File: config.mk
export PLATFORM = sky130hd
export DESIGN_NAME = kbd_vga_top
export DESIGN_NICKNAME = d
export VERILOG_FILES = /design/src/logic/kbd_vga_pkg.sv /design/src/logic/ps2_rx_if.sv /design/src/logic/ps2_receiver.sv /design/src/logic/key_tracker.sv /design/src/logic/vga_timing.sv /design/src/logic/pixel_source.sv /design/src/logic/kbd_vga_top.sv
export SDC_FILE = /design/constraint.sdc
export NUM_CORES = 1
export LEC_CHECK = 0
export ABC_AREA = 1
export BUFFER_PORTS_ARGS = -buffer_cell sky130_fd_sc_hd__clkbuf_2
export CAP_MARGIN = 10
export CORE_ASPECT_RATIO = 0.7
export CORE_UTILIZATION = 54
export DETAILED_ROUTE_END_ITERATION = 12
export PLACE_DENSITY_LB_ADDON = 0.25
export SLEW_MARGIN = 20
export SYNTH_ARGS = -nofsm -noshare
export SYNTH_HDL_FRONTEND = slang
export SYNTH_SLANG_ARGS = --single-unit
export TNS_END_PERCENT = 10
File: constraint.sdc
create_clock -name clk -period 2.4 [get_ports clk]
set_clock_uncertainty 0.2 [all_clocks]
set_input_delay 0.24 -clock clk [delete_from_list [all_inputs] [get_ports clk]]
set_output_delay 0.24 -clock clk [all_outputs]
set_load 0.03 [all_outputs]
File: src/logic/kbd_vga_pkg.sv
package kbd_vga_pkg;

	// Make/break tracking states
	typedef enum logic [1:0] {
		st_idle,
		st_make_seen,
		st_break_pending
	} key_state_t;

	// Release prefix sent before the code of the key let go
	localparam logic [7:0] BREAK_CODE = 8'hf0;

	// 640x480 at 60 Hz, counted in pixel clocks
	localparam logic [9:0] H_VISIBLE = 10'd640;
	localparam logic [9:0] H_FRONT = 10'd16;
	localparam logic [9:0] H_SYNC = 10'd96;
	localparam logic [9:0] H_BACK = 10'd48;

	// Counted in lines
	localparam logic [9:0] V_VISIBLE = 10'd480;
	localparam logic [9:0] V_FRONT = 10'd10;
	localparam logic [9:0] V_SYNC = 10'd2;
	localparam logic [9:0] V_BACK = 10'd33;

	// Receive queue depth in bytes
	localparam int FIFO_DEPTH = 8;

endpackage

File: src/logic/ps2_rx_if.sv
interface ps2_rx_if;

	logic [7:0] code;
	logic ready;
	logic overflow;
	logic pop;

	// Receiver side holds the queue
	modport source (
		output code,
		output ready,
		output overflow,
		input pop
	);

	modport sink (
		input code,
		input ready,
		input overflow,
		output pop
	);

endinterface

File: src/logic/ps2_receiver.sv
module ps2_receiver #(
	parameter int FIFO_DEPTH = kbd_vga_pkg::FIFO_DEPTH
) (
	input logic clk,
	input logic rst,
	input logic ps2_clk,
	input logic ps2_data,
	output logic parity_error,
	ps2_rx_if.source rx
);
	localparam int PTR_W = (FIFO_DEPTH > 1) ? $clog2(FIFO_DEPTH) : 1;
	localparam int CNT_W = $clog2(FIFO_DEPTH + 1);

	logic [1:0] clk_sync;
	logic [1:0] data_sync;
	logic clk_prev;
	logic clk_fall;
	logic [3:0] bit_cnt;
	logic [10:0] frame;
	logic frame_done;
	logic frame_valid;
	logic frame_ok;
	logic [7:0] frame_byte;
	logic [7:0] mem [FIFO_DEPTH];
	logic [PTR_W-1:0] wr_ptr;
	logic [PTR_W-1:0] rd_ptr;
	logic [CNT_W-1:0] fill;
	logic fifo_full;
	logic push;
	logic take;

	function automatic logic [PTR_W-1:0] ptr_inc(input logic [PTR_W-1:0] ptr);
		if (ptr == PTR_W'(FIFO_DEPTH - 1)) begin
			return '0;
		end
		return ptr + 1'b1;
	endfunction

	// Idle PS/2 lines sit high
	always_ff @(posedge clk) begin
		if (rst) begin
			clk_sync <= 2'b11;
			data_sync <= 2'b11;
			clk_prev <= 1'b1;
		end else begin
			clk_sync <= {clk_sync[0], ps2_clk};
			data_sync <= {data_sync[0], ps2_data};
			clk_prev <= clk_sync[1];
		end
	end

	assign clk_fall = clk_prev & ~clk_sync[1];

	// Start, 8 data bits LSB first, parity, stop
	always_ff @(posedge clk) begin
		if (rst) begin
			bit_cnt <= '0;
			frame_done <= 1'b0;
		end else begin
			frame_done <= 1'b0;
			if (clk_fall) begin
				if (bit_cnt == 4'd10) begin
					bit_cnt <= '0;
					frame_done <= 1'b1;
				end else begin
					bit_cnt <= bit_cnt + 4'd1;
				end
			end
		end
	end

	always_ff @(posedge clk) begin
		if (clk_fall) begin
			frame <= {data_sync[1], frame[10:1]};
		end
	end

	// Odd parity over data and parity bit
	assign frame_valid = !frame[0] && frame[10] && (^frame[9:1]);

	always_ff @(posedge clk) begin
		if (rst) begin
			frame_ok <= 1'b0;
			parity_error <= 1'b0;
		end else begin
			frame_ok <= frame_done && frame_valid;
			if (frame_done && !frame_valid) begin
				parity_error <= 1'b1;
			end
		end
	end

	always_ff @(posedge clk) begin
		if (frame_done) begin
			frame_byte <= frame[8:1];
		end
	end

	assign fifo_full = (fill == CNT_W'(FIFO_DEPTH));
	assign push = frame_ok && !fifo_full;
	assign take = rx.pop && rx.ready;

	always_ff @(posedge clk) begin
		if (push) begin
			mem[wr_ptr] <= frame_byte;
		end
	end

	always_ff @(posedge clk) begin
		if (rst) begin
			wr_ptr <= '0;
			rd_ptr <= '0;
			fill <= '0;
			rx.overflow <= 1'b0;
		end else begin
			if (push) begin
				wr_ptr <= ptr_inc(wr_ptr);
			end
			if (take) begin
				rd_ptr <= ptr_inc(rd_ptr);
			end
			// Byte into a full queue is lost
			if (frame_ok && fifo_full) begin
				rx.overflow <= 1'b1;
			end
			case ({push, take})
				2'b10: fill <= fill + 1'b1;
				2'b01: fill <= fill - 1'b1;
				default: fill <= fill;
			endcase
		end
	end

	assign rx.ready = (fill != '0);
	assign rx.code = mem[rd_ptr];

	pop_needs_ready: assert property (@(posedge clk) disable iff (rst) rx.pop |-> rx.ready);
	fill_bounded: assert property (@(posedge clk) disable iff (rst)
		fill <= CNT_W'(FIFO_DEPTH));

endmodule

File: src/logic/key_tracker.sv
module key_tracker (
	input logic clk,
	input logic rst,
	ps2_rx_if.sink rx,
	output logic [7:0] last_key,
	output logic key_held,
	output logic break_pending,
	output logic [7:0] press_count
);
	import kbd_vga_pkg::*;

	key_state_t state;
	key_state_t state_next;
	logic [7:0] key_next;
	logic held_next;
	logic [7:0] count_next;
	logic pop_next;

	always_comb begin
		state_next = state;
		key_next = last_key;
		held_next = key_held;
		count_next = press_count;
		pop_next = 1'b0;
		// The byte under a pop is still shown, so skip that cycle
		if (rx.ready && !rx.pop) begin
			pop_next = 1'b1;
			if (state == st_break_pending) begin
				state_next = st_idle;
				held_next = 1'b0;
				count_next = press_count + 8'd1;
			end else if (rx.code == BREAK_CODE) begin
				state_next = st_break_pending;
			end else begin
				state_next = st_make_seen;
				key_next = rx.code;
				held_next = 1'b1;
			end
		end
	end

	always_ff @(posedge clk) begin
		if (rst) begin
			state <= st_idle;
			last_key <= '0;
			key_held <= 1'b0;
			press_count <= '0;
			rx.pop <= 1'b0;
		end else begin
			state <= state_next;
			last_key <= key_next;
			key_held <= held_next;
			press_count <= count_next;
			rx.pop <= pop_next;
		end
	end

	assign break_pending = (state == st_break_pending);

	pop_single: assert property (@(posedge clk) disable iff (rst) rx.pop |=> !rx.pop);

endmodule

File: src/logic/vga_timing.sv
module vga_timing #(
	parameter logic [9:0] H_VISIBLE = kbd_vga_pkg::H_VISIBLE,
	parameter logic [9:0] H_FRONT = kbd_vga_pkg::H_FRONT,
	parameter logic [9:0] H_SYNC = kbd_vga_pkg::H_SYNC,
	parameter logic [9:0] H_BACK = kbd_vga_pkg::H_BACK,
	parameter logic [9:0] V_VISIBLE = kbd_vga_pkg::V_VISIBLE,
	parameter logic [9:0] V_FRONT = kbd_vga_pkg::V_FRONT,
	parameter logic [9:0] V_SYNC = kbd_vga_pkg::V_SYNC,
	parameter logic [9:0] V_BACK = kbd_vga_pkg::V_BACK
) (
	input logic clk,
	input logic rst,
	output logic [9:0] h_addr,
	output logic [9:0] v_addr,
	output logic visible,
	output logic hsync,
	output logic vsync
);
	localparam logic [9:0] H_SYNC_START = H_VISIBLE + H_FRONT;
	localparam logic [9:0] H_SYNC_END = H_SYNC_START + H_SYNC;
	localparam logic [9:0] H_TOTAL = H_SYNC_END + H_BACK;
	localparam logic [9:0] V_SYNC_START = V_VISIBLE + V_FRONT;
	localparam logic [9:0] V_SYNC_END = V_SYNC_START + V_SYNC;
	localparam logic [9:0] V_TOTAL = V_SYNC_END + V_BACK;

	logic [9:0] h_cnt;
	logic [9:0] v_cnt;
	logic h_wrap;
	logic v_wrap;

	assign h_wrap = (h_cnt == H_TOTAL - 10'd1);
	assign v_wrap = (v_cnt == V_TOTAL - 10'd1);

	always_ff @(posedge clk) begin
		if (rst) begin
			h_cnt <= '0;
			v_cnt <= '0;
		end else begin
			h_cnt <= h_wrap ? 10'd0 : h_cnt + 10'd1;
			if (h_wrap) begin
				v_cnt <= v_wrap ? 10'd0 : v_cnt + 10'd1;
			end
		end
	end

	// Active low pulses
	assign hsync = !((h_cnt >= H_SYNC_START) && (h_cnt < H_SYNC_END));
	assign vsync = !((v_cnt >= V_SYNC_START) && (v_cnt < V_SYNC_END));
	assign visible = (h_cnt < H_VISIBLE) && (v_cnt < V_VISIBLE);

	assign h_addr = (h_cnt < H_VISIBLE) ? h_cnt : 10'd0;
	assign v_addr = (v_cnt < V_VISIBLE) ? v_cnt : 10'd0;

	v_addr_on_wrap: assert property (@(posedge clk) disable iff (rst)
		(v_addr != $past(v_addr)) |-> $past(h_wrap));

endmodule

File: src/logic/pixel_source.sv
module pixel_source (
	input logic clk,
	input logic rst,
	input logic [9:0] h_addr,
	input logic [9:0] v_addr,
	input logic visible,
	input logic hsync,
	input logic vsync,
	input logic [7:0] last_key,
	input logic key_held,
	output logic vga_hsync,
	output logic vga_vsync,
	output logic blank_n,
	output logic [7:0] vga_r,
	output logic [7:0] vga_g,
	output logic [7:0] vga_b
);
	logic [7:0] grey;
	logic [7:0] key_r;
	logic [7:0] key_g;
	logic [7:0] key_b;

	assign grey = h_addr[7:0] + v_addr[7:0];

	// 3-3-2 RGB widened by repeating each field
	assign key_r = {last_key[7:5], last_key[7:5], last_key[7:6]};
	assign key_g = {last_key[4:2], last_key[4:2], last_key[4:3]};
	assign key_b = {4{last_key[1:0]}};

	always_ff @(posedge clk) begin
		if (rst) begin
			vga_hsync <= 1'b1;
			vga_vsync <= 1'b1;
			blank_n <= 1'b0;
			vga_r <= '0;
			vga_g <= '0;
			vga_b <= '0;
		end else begin
			vga_hsync <= hsync;
			vga_vsync <= vsync;
			blank_n <= visible;
			if (!visible) begin
				vga_r <= '0;
				vga_g <= '0;
				vga_b <= '0;
			end else if (key_held) begin
				vga_r <= key_r;
				vga_g <= key_g;
				vga_b <= key_b;
			end else begin
				vga_r <= grey;
				vga_g <= grey;
				vga_b <= grey;
			end
		end
	end

endmodule

File: src/logic/kbd_vga_top.sv
module kbd_vga_top #(
	parameter logic [9:0] H_VISIBLE = kbd_vga_pkg::H_VISIBLE,
	parameter logic [9:0] H_FRONT = kbd_vga_pkg::H_FRONT,
	parameter logic [9:0] H_SYNC = kbd_vga_pkg::H_SYNC,
	parameter logic [9:0] H_BACK = kbd_vga_pkg::H_BACK,
	parameter logic [9:0] V_VISIBLE = kbd_vga_pkg::V_VISIBLE,
	parameter logic [9:0] V_FRONT = kbd_vga_pkg::V_FRONT,
	parameter logic [9:0] V_SYNC = kbd_vga_pkg::V_SYNC,
	parameter logic [9:0] V_BACK = kbd_vga_pkg::V_BACK,
	parameter int FIFO_DEPTH = kbd_vga_pkg::FIFO_DEPTH
) (
	input logic clk,
	input logic rst,
	input logic ps2_clk,
	input logic ps2_data,
	output logic [15:0] ledr,
	output logic VGA_CLK,
	output logic VGA_HSYNC,
	output logic VGA_VSYNC,
	output logic VGA_BLANK_N,
	output logic [7:0] VGA_R,
	output logic [7:0] VGA_G,
	output logic [7:0] VGA_B
);
	logic parity_error;
	logic [7:0] last_key;
	logic key_held;
	logic break_pending;
	logic [7:0] press_count;
	logic [9:0] h_addr;
	logic [9:0] v_addr;
	logic visible;
	logic hsync;
	logic vsync;

	ps2_rx_if rx_bus ();

	// Keyboard path
	ps2_receiver #(
		.FIFO_DEPTH(FIFO_DEPTH)
	) ps2_receiver_i (
		.clk(clk),
		.rst(rst),
		.ps2_clk(ps2_clk),
		.ps2_data(ps2_data),
		.parity_error(parity_error),
		.rx(rx_bus.source)
	);

	key_tracker key_tracker_i (
		.clk(clk),
		.rst(rst),
		.rx(rx_bus.sink),
		.last_key(last_key),
		.key_held(key_held),
		.break_pending(break_pending),
		.press_count(press_count)
	);

	// Video path
	vga_timing #(
		.H_VISIBLE(H_VISIBLE),
		.H_FRONT(H_FRONT),
		.H_SYNC(H_SYNC),
		.H_BACK(H_BACK),
		.V_VISIBLE(V_VISIBLE),
		.V_FRONT(V_FRONT),
		.V_SYNC(V_SYNC),
		.V_BACK(V_BACK)
	) vga_timing_i (
		.clk(clk),
		.rst(rst),
		.h_addr(h_addr),
		.v_addr(v_addr),
		.visible(visible),
		.hsync(hsync),
		.vsync(vsync)
	);

	pixel_source pixel_source_i (
		.clk(clk),
		.rst(rst),
		.h_addr(h_addr),
		.v_addr(v_addr),
		.visible(visible),
		.hsync(hsync),
		.vsync(vsync),
		.last_key(last_key),
		.key_held(key_held),
		.vga_hsync(VGA_HSYNC),
		.vga_vsync(VGA_VSYNC),
		.blank_n(VGA_BLANK_N),
		.vga_r(VGA_R),
		.vga_g(VGA_G),
		.vga_b(VGA_B)
	);

	assign VGA_CLK = clk;

	// Only the low three bits of the press count fit on the LEDs
	assign ledr = {last_key, press_count[2:0], key_held, break_pending,
		rx_bus.overflow, rx_bus.ready, parity_error};

endmodule

Word-level counts from Yosys, hierarchy flattened

Memories as Yosys holds them, arrays and structs flattened. A register that Yosys moved wholly into a read port is not among the register bits.
Cells that the tools add are included.

Bits in registers: 109
Bits in writable memories: 64
Bits of input ports: 4
Output and inout port bits: 44
Word-level logic and storage cells: 113
Memories kept: 1

Add/sub/neg operators: 9
Order comparisons: 6
Equality and inequality tests: 11
Mux-type cells: 28
Bitwise operators: 6
Reduce and logical (&&, ||, !) cells: 26

Memories:

| name               | words | width | rd ports | clocked after memory_dff | write ports | RTL line           | RTL |
|---|---|---|---|---|---|---|---|
| ps2_receiver_i.mem | 8     | 8     | 1        | 1                        | 1           | ps2_receiver.sv:24 | `logic [7:0] mem [FIFO_DEPTH];` |

Operators with widths:

| cell                                                 | count |
|---|---|
| 2-to-1 mux 8 bit                                     | 5 |
| adder 10 x 1 -> 10 bit, second input constant        | 2 |
| equality test 10 bit, second input constant          | 2 |
| < comparator 10 bit, second input constant           | 2 |
| < comparator 10 x 9 -> 1 bit, second input constant  | 2 |
| 2-to-1 mux 3 bit                                     | 6 |
| 2-to-1 mux 1 bit                                     | 12 |
| logical AND 1 bit                                    | 11 |
| >= comparator 10 bit, second input constant          | 1 |
| >= comparator 10 x 9 -> 1 bit, second input constant | 1 |
| 2-to-1 mux 10 bit                                    | 1 |
| parity 9 bit                                         | 1 |
| adder 4 x 1 -> 4 bit, second input constant          | 2 |
| adder 8 x 1 -> 8 bit, second input constant          | 1 |
| adder 8 bit                                          | 1 |
| equality test 4 bit, second input constant           | 2 |
| equality test 8 bit, second input constant           | 1 |
| one-hot mux 4 bit (2 select lines)                   | 1 |
| adder 3 x 1 -> 3 bit, second input constant          | 2 |
| equality test 3 bit, second input constant           | 2 |
| zero test 1 bit                                      | 6 |
| OR reduction 2 bit                                   | 3 |
| NOT 1 bit                                            | 5 |
| equality test 2 bit, second input constant           | 2 |
| other kinds (10)                                     | 12 |

Longest topological paths before layout

Gate-level depths: netlist (run 1).

Depth in word-level cells: 7
Depth in mapped cells: 17
Depth with buffers taken out: 17

Hierarchy

Synthesis (run 1) repeated with hierarchy kept, for this count alone.

Cells, all modules: 832
Area total of the unflattened synthesis: 7596.0 µm²

By module, submodules not included:

| module       | times used | cells each | area each (µm²) | sequential area each (µm²) |
|---|---|---|---|---|
| ps2_receiver | 1          | 373        | 4284.1          | 3012.9 |
| vga_timing   | 1          | 203        | 1266.2          | 400.4 |
| pixel_source | 1          | 132        | 1099.8          | 540.5 |
| key_tracker  | 1          | 118        | 900.9           | 400.4 |
| kbd_vga_top  | 1          | 6          | 45.0            | 0.0 |

==> impl_metrics.csv, run 1 <==
group,metric,value,unit
synth,post-synth-top-count-cell,"nand2_1",
synth,synth_cell_types,36,
synth,ys_async_sr_fraction,0,
timing,worst_slew_pin_slew,0.696,ns
placed_design,post_dp_cell_area,7800,µm²
global_route,global_route.overflow_total,0,
clock_tree,h-tree-depth,4,
clock_tree,tritoncts.num_buffers,17,
setup_path,crit_family,"simple AND/OR/NAND/NOR gates",
drt,route.antenna.remaining_nets,0,
setup_path,slowest_delay,0.35,ns
synth,yosys_warnings,0,
synth,postSynth.topFlopCell,"dfxtp_1",
floorplan,initial_core_util,0.555,
synth,synth_fp_nets,825,
hold_path,hold_path.class,"register to register",
synth,synth.cells.most_frequent,"188 x nand2_1, 125 x inv_1, 88 x dfxtp_1",
global_route,wire_length_of_the_first_global_routing_pass,25.2,mm
synth,yosysTopAreaCell,"edfxtp_1",
drt,drc,0,
setup_path,end_kind,"register",
clock_tree,clockRootBuffer,"clkbuf_16",
drt,vias,5482,
setup_path,critPathSlowestCell,"dfxtp_2",
timing,final_critical_path_setup_slack,-0.0880,ns
final_layout,antennaDiodeCount,0,
timing,setup_viol_count_final,3,
global_route,number_of_antenna_violations_at_the_first_check_in_global_routing,0,
floorplan,placeableCoreArea,13100,µm²
setup_path,worstSetupPathType,"register to register",
power,cellPowerDensity,713,nW/µm²
floorplan,die-width,141,µm
final_layout,final_layout_size_suffix_gt1_frac,0.189,
synth,synth_cells,800,
synth,ys_seq_elements,171,
drt,vias_per_instance,5.18,
global_route,maximum_number_of_pins_on_one_net_before_global_route_repair,33,
setup_path,crit_path_start_kind,"register",
drt,drtPass1Iterations,7,
setup_path,crit_fanout,6,
drt,drt_first_iter_violations,534,
floorplan,fp.dieArea,14000,µm²
flow_run,drv_cap,0,
synth,netlist_area,7290,µm²
timing,max_clock_freq,0.402,GHz
placed_design,dp_hpwl,10.7,mm
synth,synth_area_leaders,"edfxtp_1 34%, dfxtp_1 24%, nand2_1 9.7%, inv_1 6.4%, a21oi_1 4.1%",
power,total_leakage_power,3.77,nW
timing,final.min_clock_period,2.49,ns
clock_tree,clockBufferDepth,2,
setup_path,list_of_cells_traversed_by_the_critical_path,"nand3_4 > nor2_4 > nor2_4 > inv_2 > nor2_2 > ha_2 > inv_1 > fa_2 > inv_2 > nand3_1 > nand2_2 > nand2_1 > nand2_1 > a21oi_2 > xnor2_1 > nand2_1 > a21oi_1",
timing,final.period_utilization,1.04,
timing,slew_headroom,0.536,
final_layout,nets,905,
synth,number_of_enable_flip_flop_cells_after_synthesis,83,
floorplan,placementRows,35,
setup_path,worst_path_most_repeated_cell,"nand2_1",
drt,drt-wirelength-per-cell,14.9,µm
power,worst_ir_drop_vdd,0.587,mV
timing,setup_repair_after_global_routing_missed_its_margin,"true",
floorplan,ios,48,
timing,slew_violations,0,
status,violated_checks,"negative setup slack",
global_route,first_global_vias,5090,
status,outcome,"finished, violations left",
synth,synth_largest_type_area_fraction,0.342,
power,report.power.total,0.00619,W
drt,finalWirelength,15.7,mm
timing,hold_viol_final,0,
placed_design,globalplace.congestion,0.954,
setup_path,path_buf_inv,3,
setup_path,worst-endpoint-arrival,2.64,ns
final_layout,postLayoutCellArea,8680,µm²
clock_tree,worstSkewPairLatency,0.42,ns
synth,synth_sequential_area_ratio,0.584,
global_route,globalRouteTotalUtil,0.234,
setup_path,critPathRequiredTime,2.55,ns
placed_design,placement.io_buffers,47,
floorplan,floorplan.die.height,99.2,µm
clock_tree,tritoncts,"done",
placed_design,dp.cells,1020,
final_layout,area_delta_synth_final,19.2,%
clock_tree,worst_setup_hold_path_clk_slew,0.07,ns
final_layout,layout.cells.non_filler,1059,
synth,syn-mean-instance-area,9.11,µm²
area by class of cell:
type,instances,area [µm²]
timing repair buffer,87,546
clock buffer,23,556
inverter,127,479
clock inverter,10,105
multi-input combinational,475,2530
tap,166,208
fill,1017,4460
sequential,171,4260
layout by cell type, fill, tap and decap left out, types with 11 or more instances in the layout:
cell	n
nand3_1	50
inv_1	121
nor3_1	11
edfxtp_1	83
a21oi_1	52
ha_1	12
clkbuf_16	22
nand2_1	186
clkbuf_2	47
buf_4	38
o21ai_0	17
nor2_1	63
dfxtp_1	83
worst paths after layout:
path / startpoint / endpoint / slack (ns) / depth (start not counted)
worst min register to register: ps2_receiver_i.data_sync[0] / ps2_receiver_i.data_sync[1] / 0.22 / 1
worst max-delay path: vga_timing_i.v_cnt[6] / pixel_source_i.vga_g[6] / -0.09 / 17
worst min-delay path: ps2_receiver_i.data_sync[0] / ps2_receiver_i.data_sync[1] / 0.22 / 1
worst max register to register: vga_timing_i.v_cnt[6] / pixel_source_i.vga_g[6] / -0.09 / 17
where the power goes:
part           internal (W)  total [W]  switching, W
combinational     0.0000444   0.000129     0.0000848
sequential          0.00306    0.00307     0.0000103
clock               0.00178    0.00299       0.00121
total               0.00488    0.00619       0.00131
state kept, by name (all words and copies together) (netlist names), 2 cells and up, named ones only:
register and flops:
vga_timing_i.h_cnt 10, ps2_receiver_i.data_sync 2, pixel_source_i.vga_g 8, pixel_source_i.vga_b 8, pixel_source_i.vga_r 8, key_tracker_i.press_count 3
ps2_receiver_i.fill 4, ps2_receiver_i.bit_cnt 4, ps2_receiver_i.clk_sync 2, ps2_receiver_i.mem 64, key_tracker_i.state 2, vga_timing_i.v_cnt 10
ps2_receiver_i.frame 11, ps2_receiver_i.frame_byte 8, ps2_receiver_i.rd_ptr 3, key_tracker_i.last_key 8, ps2_receiver_i.wr_ptr 3
metrics by stage:
stage / utilization / setup TNS [ns] / setup slack (ns) / hold slack [ns]
finish: 0.661 / -0.241 / -0.0880 / 0.217
CTS: 0.649 / -0.0196 / -0.0196 / 0.221
global route: 0.661 / -1.23 / -0.206 / 0.226
floorplan: - / 0 / 0.0772 / 0.132
global placement: 0.594 / -0.0628 / -0.0220 / 0.190
detailed placement: 0.594 / -1.14 / -0.139 / 0.204
cells by family (layout without fill, tap and decap cells):
| family | count (synthesis) | in the layout | synth area share |
|---|---|---|---|
| xor+xnor | 15 | 15 | 0.0180 |
| fa+ha+maj | 21 | 21 | 0.0381 |
| buf+inv | 154 | 247 | 0.0912 |
| compound gates | 93 | 93 | 0.0689 |
| flops | 171 | 171 | 0.584 |
| simple gates | 346 | 346 | 0.200 |
routing by layer:
metal / GRT usage / wire (µm) / vias to the layer above
li1: - / - / 2730
met1: 0.346 / 7680 / 2529
met2: 0.344 / 6750 / 201
met3: 0.0496 / 1070 / 22
met4: 0.0744 / 229 / 0
met5: 0 / 0 / -
repair_timing:
action | CTS | global route
gates resized for setup | 17 | 32
pin swaps | 5 | 10
endpoints found under the setup margin | 13 | 21
endpoints found under the hold margin | 9 | 0
setup buffers | 2 | 2
hold buffers | 3 | 0
(Power assumes the default switching activity.)
==> inputs of run 2 (changes only) <==
--- a/config.mk
+++ b/config.mk
@@ -12,6 +12,7 @@
 export CORE_UTILIZATION = 54
 export DETAILED_ROUTE_END_ITERATION = 12
 export PLACE_DENSITY_LB_ADDON = 0.25
+export SETUP_SLACK_MARGIN = 0.02
 export SLEW_MARGIN = 20
 export SYNTH_ARGS = -nofsm -noshare
 export SYNTH_HDL_FRONTEND = slang
==> run 2 against run 1 <==
  * The run still ends with negative setup slack left
  * Clock power about the same
  * Flip-flop and latch count did not move
  * Critical path type unchanged
  * Power barely moved
  * Largest power group unchanged
  * Worst setup slack better by 0.039 ns
  * Clock-buffer cell count unchanged
==> impl_metrics.csv, run 2 (same netlist as run 1, synthesis figures left out) <==
group,metric,value,unit
status,violated_checks,"negative setup slack",
final_layout,area_of_combinational_cells_with_multiple_inputs,2540,µm²
global_route,first_global_vias,5096,
final_layout,area_delta_synth_final,20.2,%
clock_tree,clockBufferDepth,2,
placed_design,dp.cells,1020,
drt,drtPass1Iterations,6,
drt,drt-wirelength-per-cell,14.8,µm
drt,vias,5546,
setup_path,startpoint_of_the_lowest_slack_register_to_register_path,"vga_timing_i.v_cnt[6]",
setup_path,end_kind,"register",
final_layout,postLayoutCellArea,8760,µm²
timing,final.period_utilization,1.02,
hold_path,hold_path_depth,1,
hold_path,whs_endpoint,"ps2_receiver_i.data_sync[1]",
floorplan,fp.dieArea,14000,µm²
setup_path,worst-endpoint-arrival,2.60,ns
timing,final_critical_path_setup_slack,-0.0492,ns
setup_path,timing.critical_path.from,"vga_timing_i.v_cnt[6]",
timing,slew_violations,0,
clock_tree,clockRootBuffer,"clkbuf_16",
drt,finalWirelength,15.8,mm
final_layout,num-fill-cells,991,
drt,met2_length,6.81,mm
final_layout,largestRegisters,"ps2_receiver_i.mem (64), ps2_receiver_i.frame (11)",
drt,wl_met3,1.13,mm
timing,setup_repair_after_global_routing_missed_its_margin,"true",
final_layout,final_layout_size_suffix_gt1_frac,0.199,
floorplan,floorplan.die.height,99.2,µm
timing,max_clock_freq,0.408,GHz
global_route,globalRouteTotalUtil,0.236,
drt,vias_per_instance,5.20,
placed_design,dp_hpwl,10.7,mm
clock_tree,worst_setup_hold_path_clk_slew,0.07,ns
setup_path,crit_fanout,6,
setup_path,worstSetupPathType,"register to register",
global_route,wire_length_of_the_first_global_routing_pass,25.3,mm
power,worst_ir_drop_vdd,0.586,mV
placed_design,post_dp_cell_area,7800,µm²
hold_path,hold_path.class,"register to register",
floorplan,ios,48,
drt,wl_met1,7.61,mm
global_route,maximum_number_of_pins_on_one_net_before_global_route_repair,33,
clock_tree,tritoncts.num_buffers,17,
setup_path,rr_endpoint,"pixel_source_i.vga_g[6]",
global_route,global_route.overflow_total,0,
hold_path,hold_start,"ps2_receiver_i.data_sync[0]",
final_layout,layout.cells.non_filler,1067,
final_layout,antennaDiodeCount,0,
floorplan,die-width,141,µm
clock_tree,h-tree-depth,4,
drt,highest_layer,"met4",
drt,drt_first_iter_violations,599,
final_layout,mostFrequentLayoutCells,"186 x nand2_1, 120 x inv_1, 83 x dfxtp_1, 83 x edfxtp_1, 63 x nor2_1",
timing,setup_viol_count_final,3,
timing,final.min_clock_period,2.45,ns
setup_path,critPathRequiredTime,2.55,ns
final_layout,top_register,"ps2_receiver_i.mem",
final_layout,largest_reg_flops,64,
timing,worst_slew_pin_slew,0.686,ns
clock_tree,worstSkewPairLatency,0.42,ns
drt,drc,0,
status,outcome,"finished, violations left",
flow_run,drv_cap,0,
setup_path,rrSetupSlack,-0.05,ns
final_layout,nets,913,
placed_design,globalplace.congestion,0.954,
floorplan,placementRows,35,
setup_path,crit_path_start_kind,"register",
drt,route.antenna.remaining_nets,0,
floorplan,placeableCoreArea,13100,µm²
timing,slew_headroom,0.542,
global_route,number_of_antenna_violations_at_the_first_check_in_global_routing,0,
final_layout,register_area,4260,µm²
setup_path,r2r_cells,17,
power,total_leakage_power,3.82,nW
power,cellPowerDensity,706,nW/µm²
timing,hold_viol_final,0,
floorplan,initial_core_util,0.555,
clock_tree,tritoncts,"done",
final_layout,layout_commonest_cell,"nand2_1",
placed_design,placement.io_buffers,47,
-- run 2: cell count changes in the layout (fill, tap and decap cells not counted), sizes merged --
cell and delta:
buf +8
-- run 2: worst max-delay path, stage by stage (launching register included) --
cell	delay, ns
dfxtp_4	0.36
nand3_4	0.09
nor2_4	0.05
nor2_4	0.10
inv_4	0.06
nor2_2	0.10
ha_2	0.21
inv_2	0.04
fa_2	0.34
inv_2	0.07
nand3_2	0.06
nand2_2	0.08
nand2_1	0.06
nand2_1	0.08
a21oi_2	0.05
xnor2_1	0.16
nand2_1	0.13
a21oi_1	0.15
-- run 2: how the worst max path moves through the flow --
stage	to	slack, ns	cells after the start
3_3_place_gp	pixel_source_i.vga_b[6]	-0.02	17
3_5_place_dp	pixel_source_i.vga_b[6]	-0.14	17
4_1_cts	pixel_source_i.vga_b[6]	-0.04	17
2_1_floorplan	ps2_receiver_i.fill[3]	0.08	14
5_1_grt	pixel_source_i.vga_g[6]	-0.21	17
6_report	pixel_source_i.vga_g[6]	-0.05	17
-- run 2: metrics by stage --
stage | total power [W] | hold WS (ns) | utilization | setup TNS, ns | worst slack (ns)
after CTS | 0.00622 | 0.221 | 0.653 | -0.0448 | -0.0353
final | 0.00618 | 0.217 | 0.666 | -0.100 | -0.0492
after floorplan | 0.00328 | 0.132 | - | 0 | 0.0772
after global routing | 0.00637 | 0.226 | 0.666 | -0.959 | -0.210
after detailed placement | 0.00330 | 0.204 | 0.594 | -1.14 | -0.139
after global placement | 0.00330 | 0.190 | 0.594 | -0.0628 | -0.0220
-- run 2: what timing repair did --
| item | in CTS | in global routing |
|---|---|---|
| buffers inserted | 5 | 7 |
| hold endpoints to repair | 9 | 0 |
| cloned | 0 | 0 |
| endpoints found under the setup margin | 14 | 24 |
| hold buffers | 3 | 0 |
| gates resized for setup | 22 | 32 |
| pin swaps | 8 | 17 |
-- run 2: layout make-up --
class	count	area share
flip-flops and latches	171	0.487
multi-input cells	475	0.290
repair buffers	95	0.0692
clock buffers	23	0.0634
inverters	127	0.0550
well taps	166	0.0237
clock inverters	10	0.0120
-- run 2: power breakdown --
part / leakage, nW / switching, W / internal [W]
logic: 2.02 / 0.0000850 / 0.0000446
clock network: 0.331 / 0.00121 / 0.00178
registers: 1.46 / 0.0000103 / 0.00305
total: 3.82 / 0.00131 / 0.00488
-- run 2: layer usage --
| layer | vias to the layer above | GRT usage |
|---|---|---|
| li1 | 2749 | - |
| met1 | 2557 | 0.349 |
| met2 | 216 | 0.347 |
| met3 | 24 | 0.0481 |
| met4 | 0 | 0.0761 |
| met5 | - | 0 |
==> inputs of run 3 (changes only) <==
--- a/config.mk
+++ b/config.mk
@@ -9,12 +9,13 @@
 export BUFFER_PORTS_ARGS = -buffer_cell sky130_fd_sc_hd__clkbuf_2
 export CAP_MARGIN = 10
 export CORE_ASPECT_RATIO = 0.7
-export CORE_UTILIZATION = 54
+export CORE_UTILIZATION = 55
 export DETAILED_ROUTE_END_ITERATION = 12
 export PLACE_DENSITY_LB_ADDON = 0.25
 export SETUP_SLACK_MARGIN = 0.02
 export SLEW_MARGIN = 20
 export SYNTH_ARGS = -nofsm -noshare
 export SYNTH_HDL_FRONTEND = slang
+export SYNTH_HIERARCHICAL = 1
 export SYNTH_SLANG_ARGS = --single-unit
 export TNS_END_PERCENT = 10
==> run 3 against run 2 <==
  * The run now ends clean
  * Die area fell by 1.4%
  * Maximum frequency rose by 2.1%
  * Critical endpoint is now pixel_source_i/vga_b[7]
  * Flip-flop and latch count did not move
  * Clock power down 4%
  * Routed wire length increased by 0.48%
  * Clock-buffer cell count stayed put
  * Synthesized cell count is 2.0% lower
  * First-iteration DRC count shrank 29%
  * Area after synthesis grew 0.39%
  * Worst setup slack better by 0.051 ns
  * Non-clock buffer count is 9 lower
  * Combinational power fell by 7%
  * Largest cell class unchanged
==> impl_metrics.csv, run 3 <==
group,metric,value,unit
timing,final.period_utilization,0.999,
floorplan,placeableCoreArea,12700,µm²
global_route,global_route.overflow_total,0,
floorplan,placementRows,34,
setup_path,end_kind,"register",
synth,synth_fp_nets,809,
hold_path,hold_path_depth,2,
placed_design,placement.io_buffers,47,
global_route,globalRouteTotalUtil,0.234,
floorplan,fp.dieArea,13800,µm²
drt,drtPass1Iterations,5,
synth,yosys_warnings,6,
drt,vias_per_instance,5.41,
global_route,grt_util_met2,0.353,
clock_tree,tritoncts,"done",
timing,max_clock_freq,0.417,GHz
timing,slew_headroom,0.663,
timing,setup_viol_count_final,0,
setup_path,r2r_cells,13,
final_layout,mostFrequentLayoutCells,"156 x nand2_1, 117 x nor2_1, 84 x dfxtp_1",
power,worst_ir_drop_vdd,0.680,mV
final_layout,final_util,0.687,
status,outcome,"complete, no violations",
floorplan,initial_core_util,0.577,
final_layout,largest_reg_flops,64,
timing,hold_viol_final,0,
drt,route.antenna.remaining_nets,0,
flow_run,drv_cap,0,
global_route,maximum_number_of_pins_on_one_net_before_global_route_repair,33,
drt,drt_first_iter_violations,427,
floorplan,die-width,140,µm
setup_path,crit_fanout,5,
clock_tree,h-tree-depth,4,
synth,synth_cells,784,
setup_path,crit_path_start_kind,"register",
clock_tree,clockBufferDepth,2,
timing,slew_violations,0,
setup_path,worst-endpoint-arrival,2.55,ns
global_route,grt_util_met3,0.0496,
global_route,wire_length_of_the_first_global_routing_pass,25.1,mm
final_layout,antennaDiodeCount,0,
global_route,grt_use_met1,0.341,
timing,setup_repair_after_global_routing_missed_its_margin,"true",
final_layout,top_register,"ps2_receiver_i/mem",
power,total_leakage_power,3.60,nW
placed_design,dp_hpwl,10.7,mm
timing,final.min_clock_period,2.40,ns
floorplan,floorplan.die.height,98.5,µm
setup_path,worstSetupPathType,"register to register",
final_layout,largestRegisters,"ps2_receiver_i/mem (64), ps2_receiver_i/frame (11)",
global_route,busiest_layer,"met2",
global_route,number_of_antenna_violations_at_the_first_check_in_global_routing,0,
clock_tree,clockRootBuffer,"clkbuf_16",
drt,vias,5641,
drt,drc,0,
final_layout,layout_commonest_cell,"nand2_1",
placed_design,globalplace.congestion,0.930,
final_layout,num-fill-cells,958,
clock_tree,worst_setup_hold_path_clk_slew,0.06,ns
hold_path,hold_path.class,"input port to register",
final_layout,final_layout_size_suffix_gt1_frac,0.210,
final_layout,area_delta_synth_final,19.1,%
synth,netlist_area,7310,µm²
placed_design,dp.cells,999,
final_layout,nets,892,
clock_tree,worstSkewPairLatency,0.42,ns
setup_path,critPathRequiredTime,2.55,ns
final_layout,layout.cells.non_filler,1042,
global_route,first_global_vias,5188,
placed_design,preCtsSetupSlack,-0.0575,ns
drt,drt-wirelength-per-cell,15.2,µm
synth,syn-mean-instance-area,9.33,µm²
drt,finalWirelength,15.8,mm
timing,hold-worst-slack,0.0256,ns
power,cellPowerDensity,696,nW/µm²
floorplan,ios,48,
final_layout,postLayoutCellArea,8710,µm²
clock_tree,tritoncts.num_buffers,17,
placed_design,post_dp_cell_area,7880,µm²
timing,final_critical_path_setup_slack,0.00163,ns
timing,worst_slew_pin_slew,0.505,ns
run 3: area by class of cell:
class,count,area [µm²],share of cell area
sequential,171,4260,0.489
tap,162,203,0.0233
clock buffer,23,500,0.0574
timing repair buffer,86,573,0.0658
multi-input combinational,507,2730,0.314
clock inverter,10,125,0.0144
inverter,83,314,0.0360
run 3: through the flow:
step	total power, W	TNS, ns
2_1_floorplan	0.00327	0
3_3_place_gp	0.00329	0
3_5_place_dp	0.00330	-0.363
4_1_cts	0.00611	0
5_1_grt	0.00625	-0.588
6_report	0.00606	0
run 3: routing by layer:
metal / wire length, µm / vias up
li1: - / 2759
met1: 7490 / 2667
met2: 7160 / 200
met3: 1000 / 15
met4: 181 / 0
met5: 0 / -
run 3: final timing paths:
kind	from	to	slack, ns
max	vga_timing_i/h_cnt[9]	pixel_source_i/vga_b[7]	0.002
max reg2reg	vga_timing_i/h_cnt[9]	pixel_source_i/vga_b[7]	0.002
min reg2reg	ps2_receiver_i/clk_sync[0]	ps2_receiver_i/clk_sync[1]	0.21
min	rst	ps2_receiver_i/rx.overflow	0.03
run 3: timing repair:
action                                  in CTS  in global routing
gates resized for setup                      4                 36
endpoints found under the hold margin        2                  0
endpoints found under the setup margin      11                 24
cloned                                       1                  0
setup buffers                                0                  8
hold buffers                                 2                  0
pin swaps                                    2                 11
run 3: where the power goes:
group	total [W]	switching, W	internal (W)
Combinational	0.000121	0.0000832	0.0000383
Sequential	0.00307	0.0000137	0.00305
Clock	0.00287	0.00116	0.00171
run 3: worst max-delay path, cell delays in order, from the launching register on:
cell	delay, ns
dfxtp_4	0.37
inv_2	0.05
nor3_4	0.25
nor2_4	0.08
nand2_1	0.07
inv_1	0.05
ha_1	0.39
nand2_1	0.12
inv_1	0.05
a21oi_1	0.22
nand2_1	0.08
nand2_1	0.07
nand3_1	0.15
a21oi_1	0.18
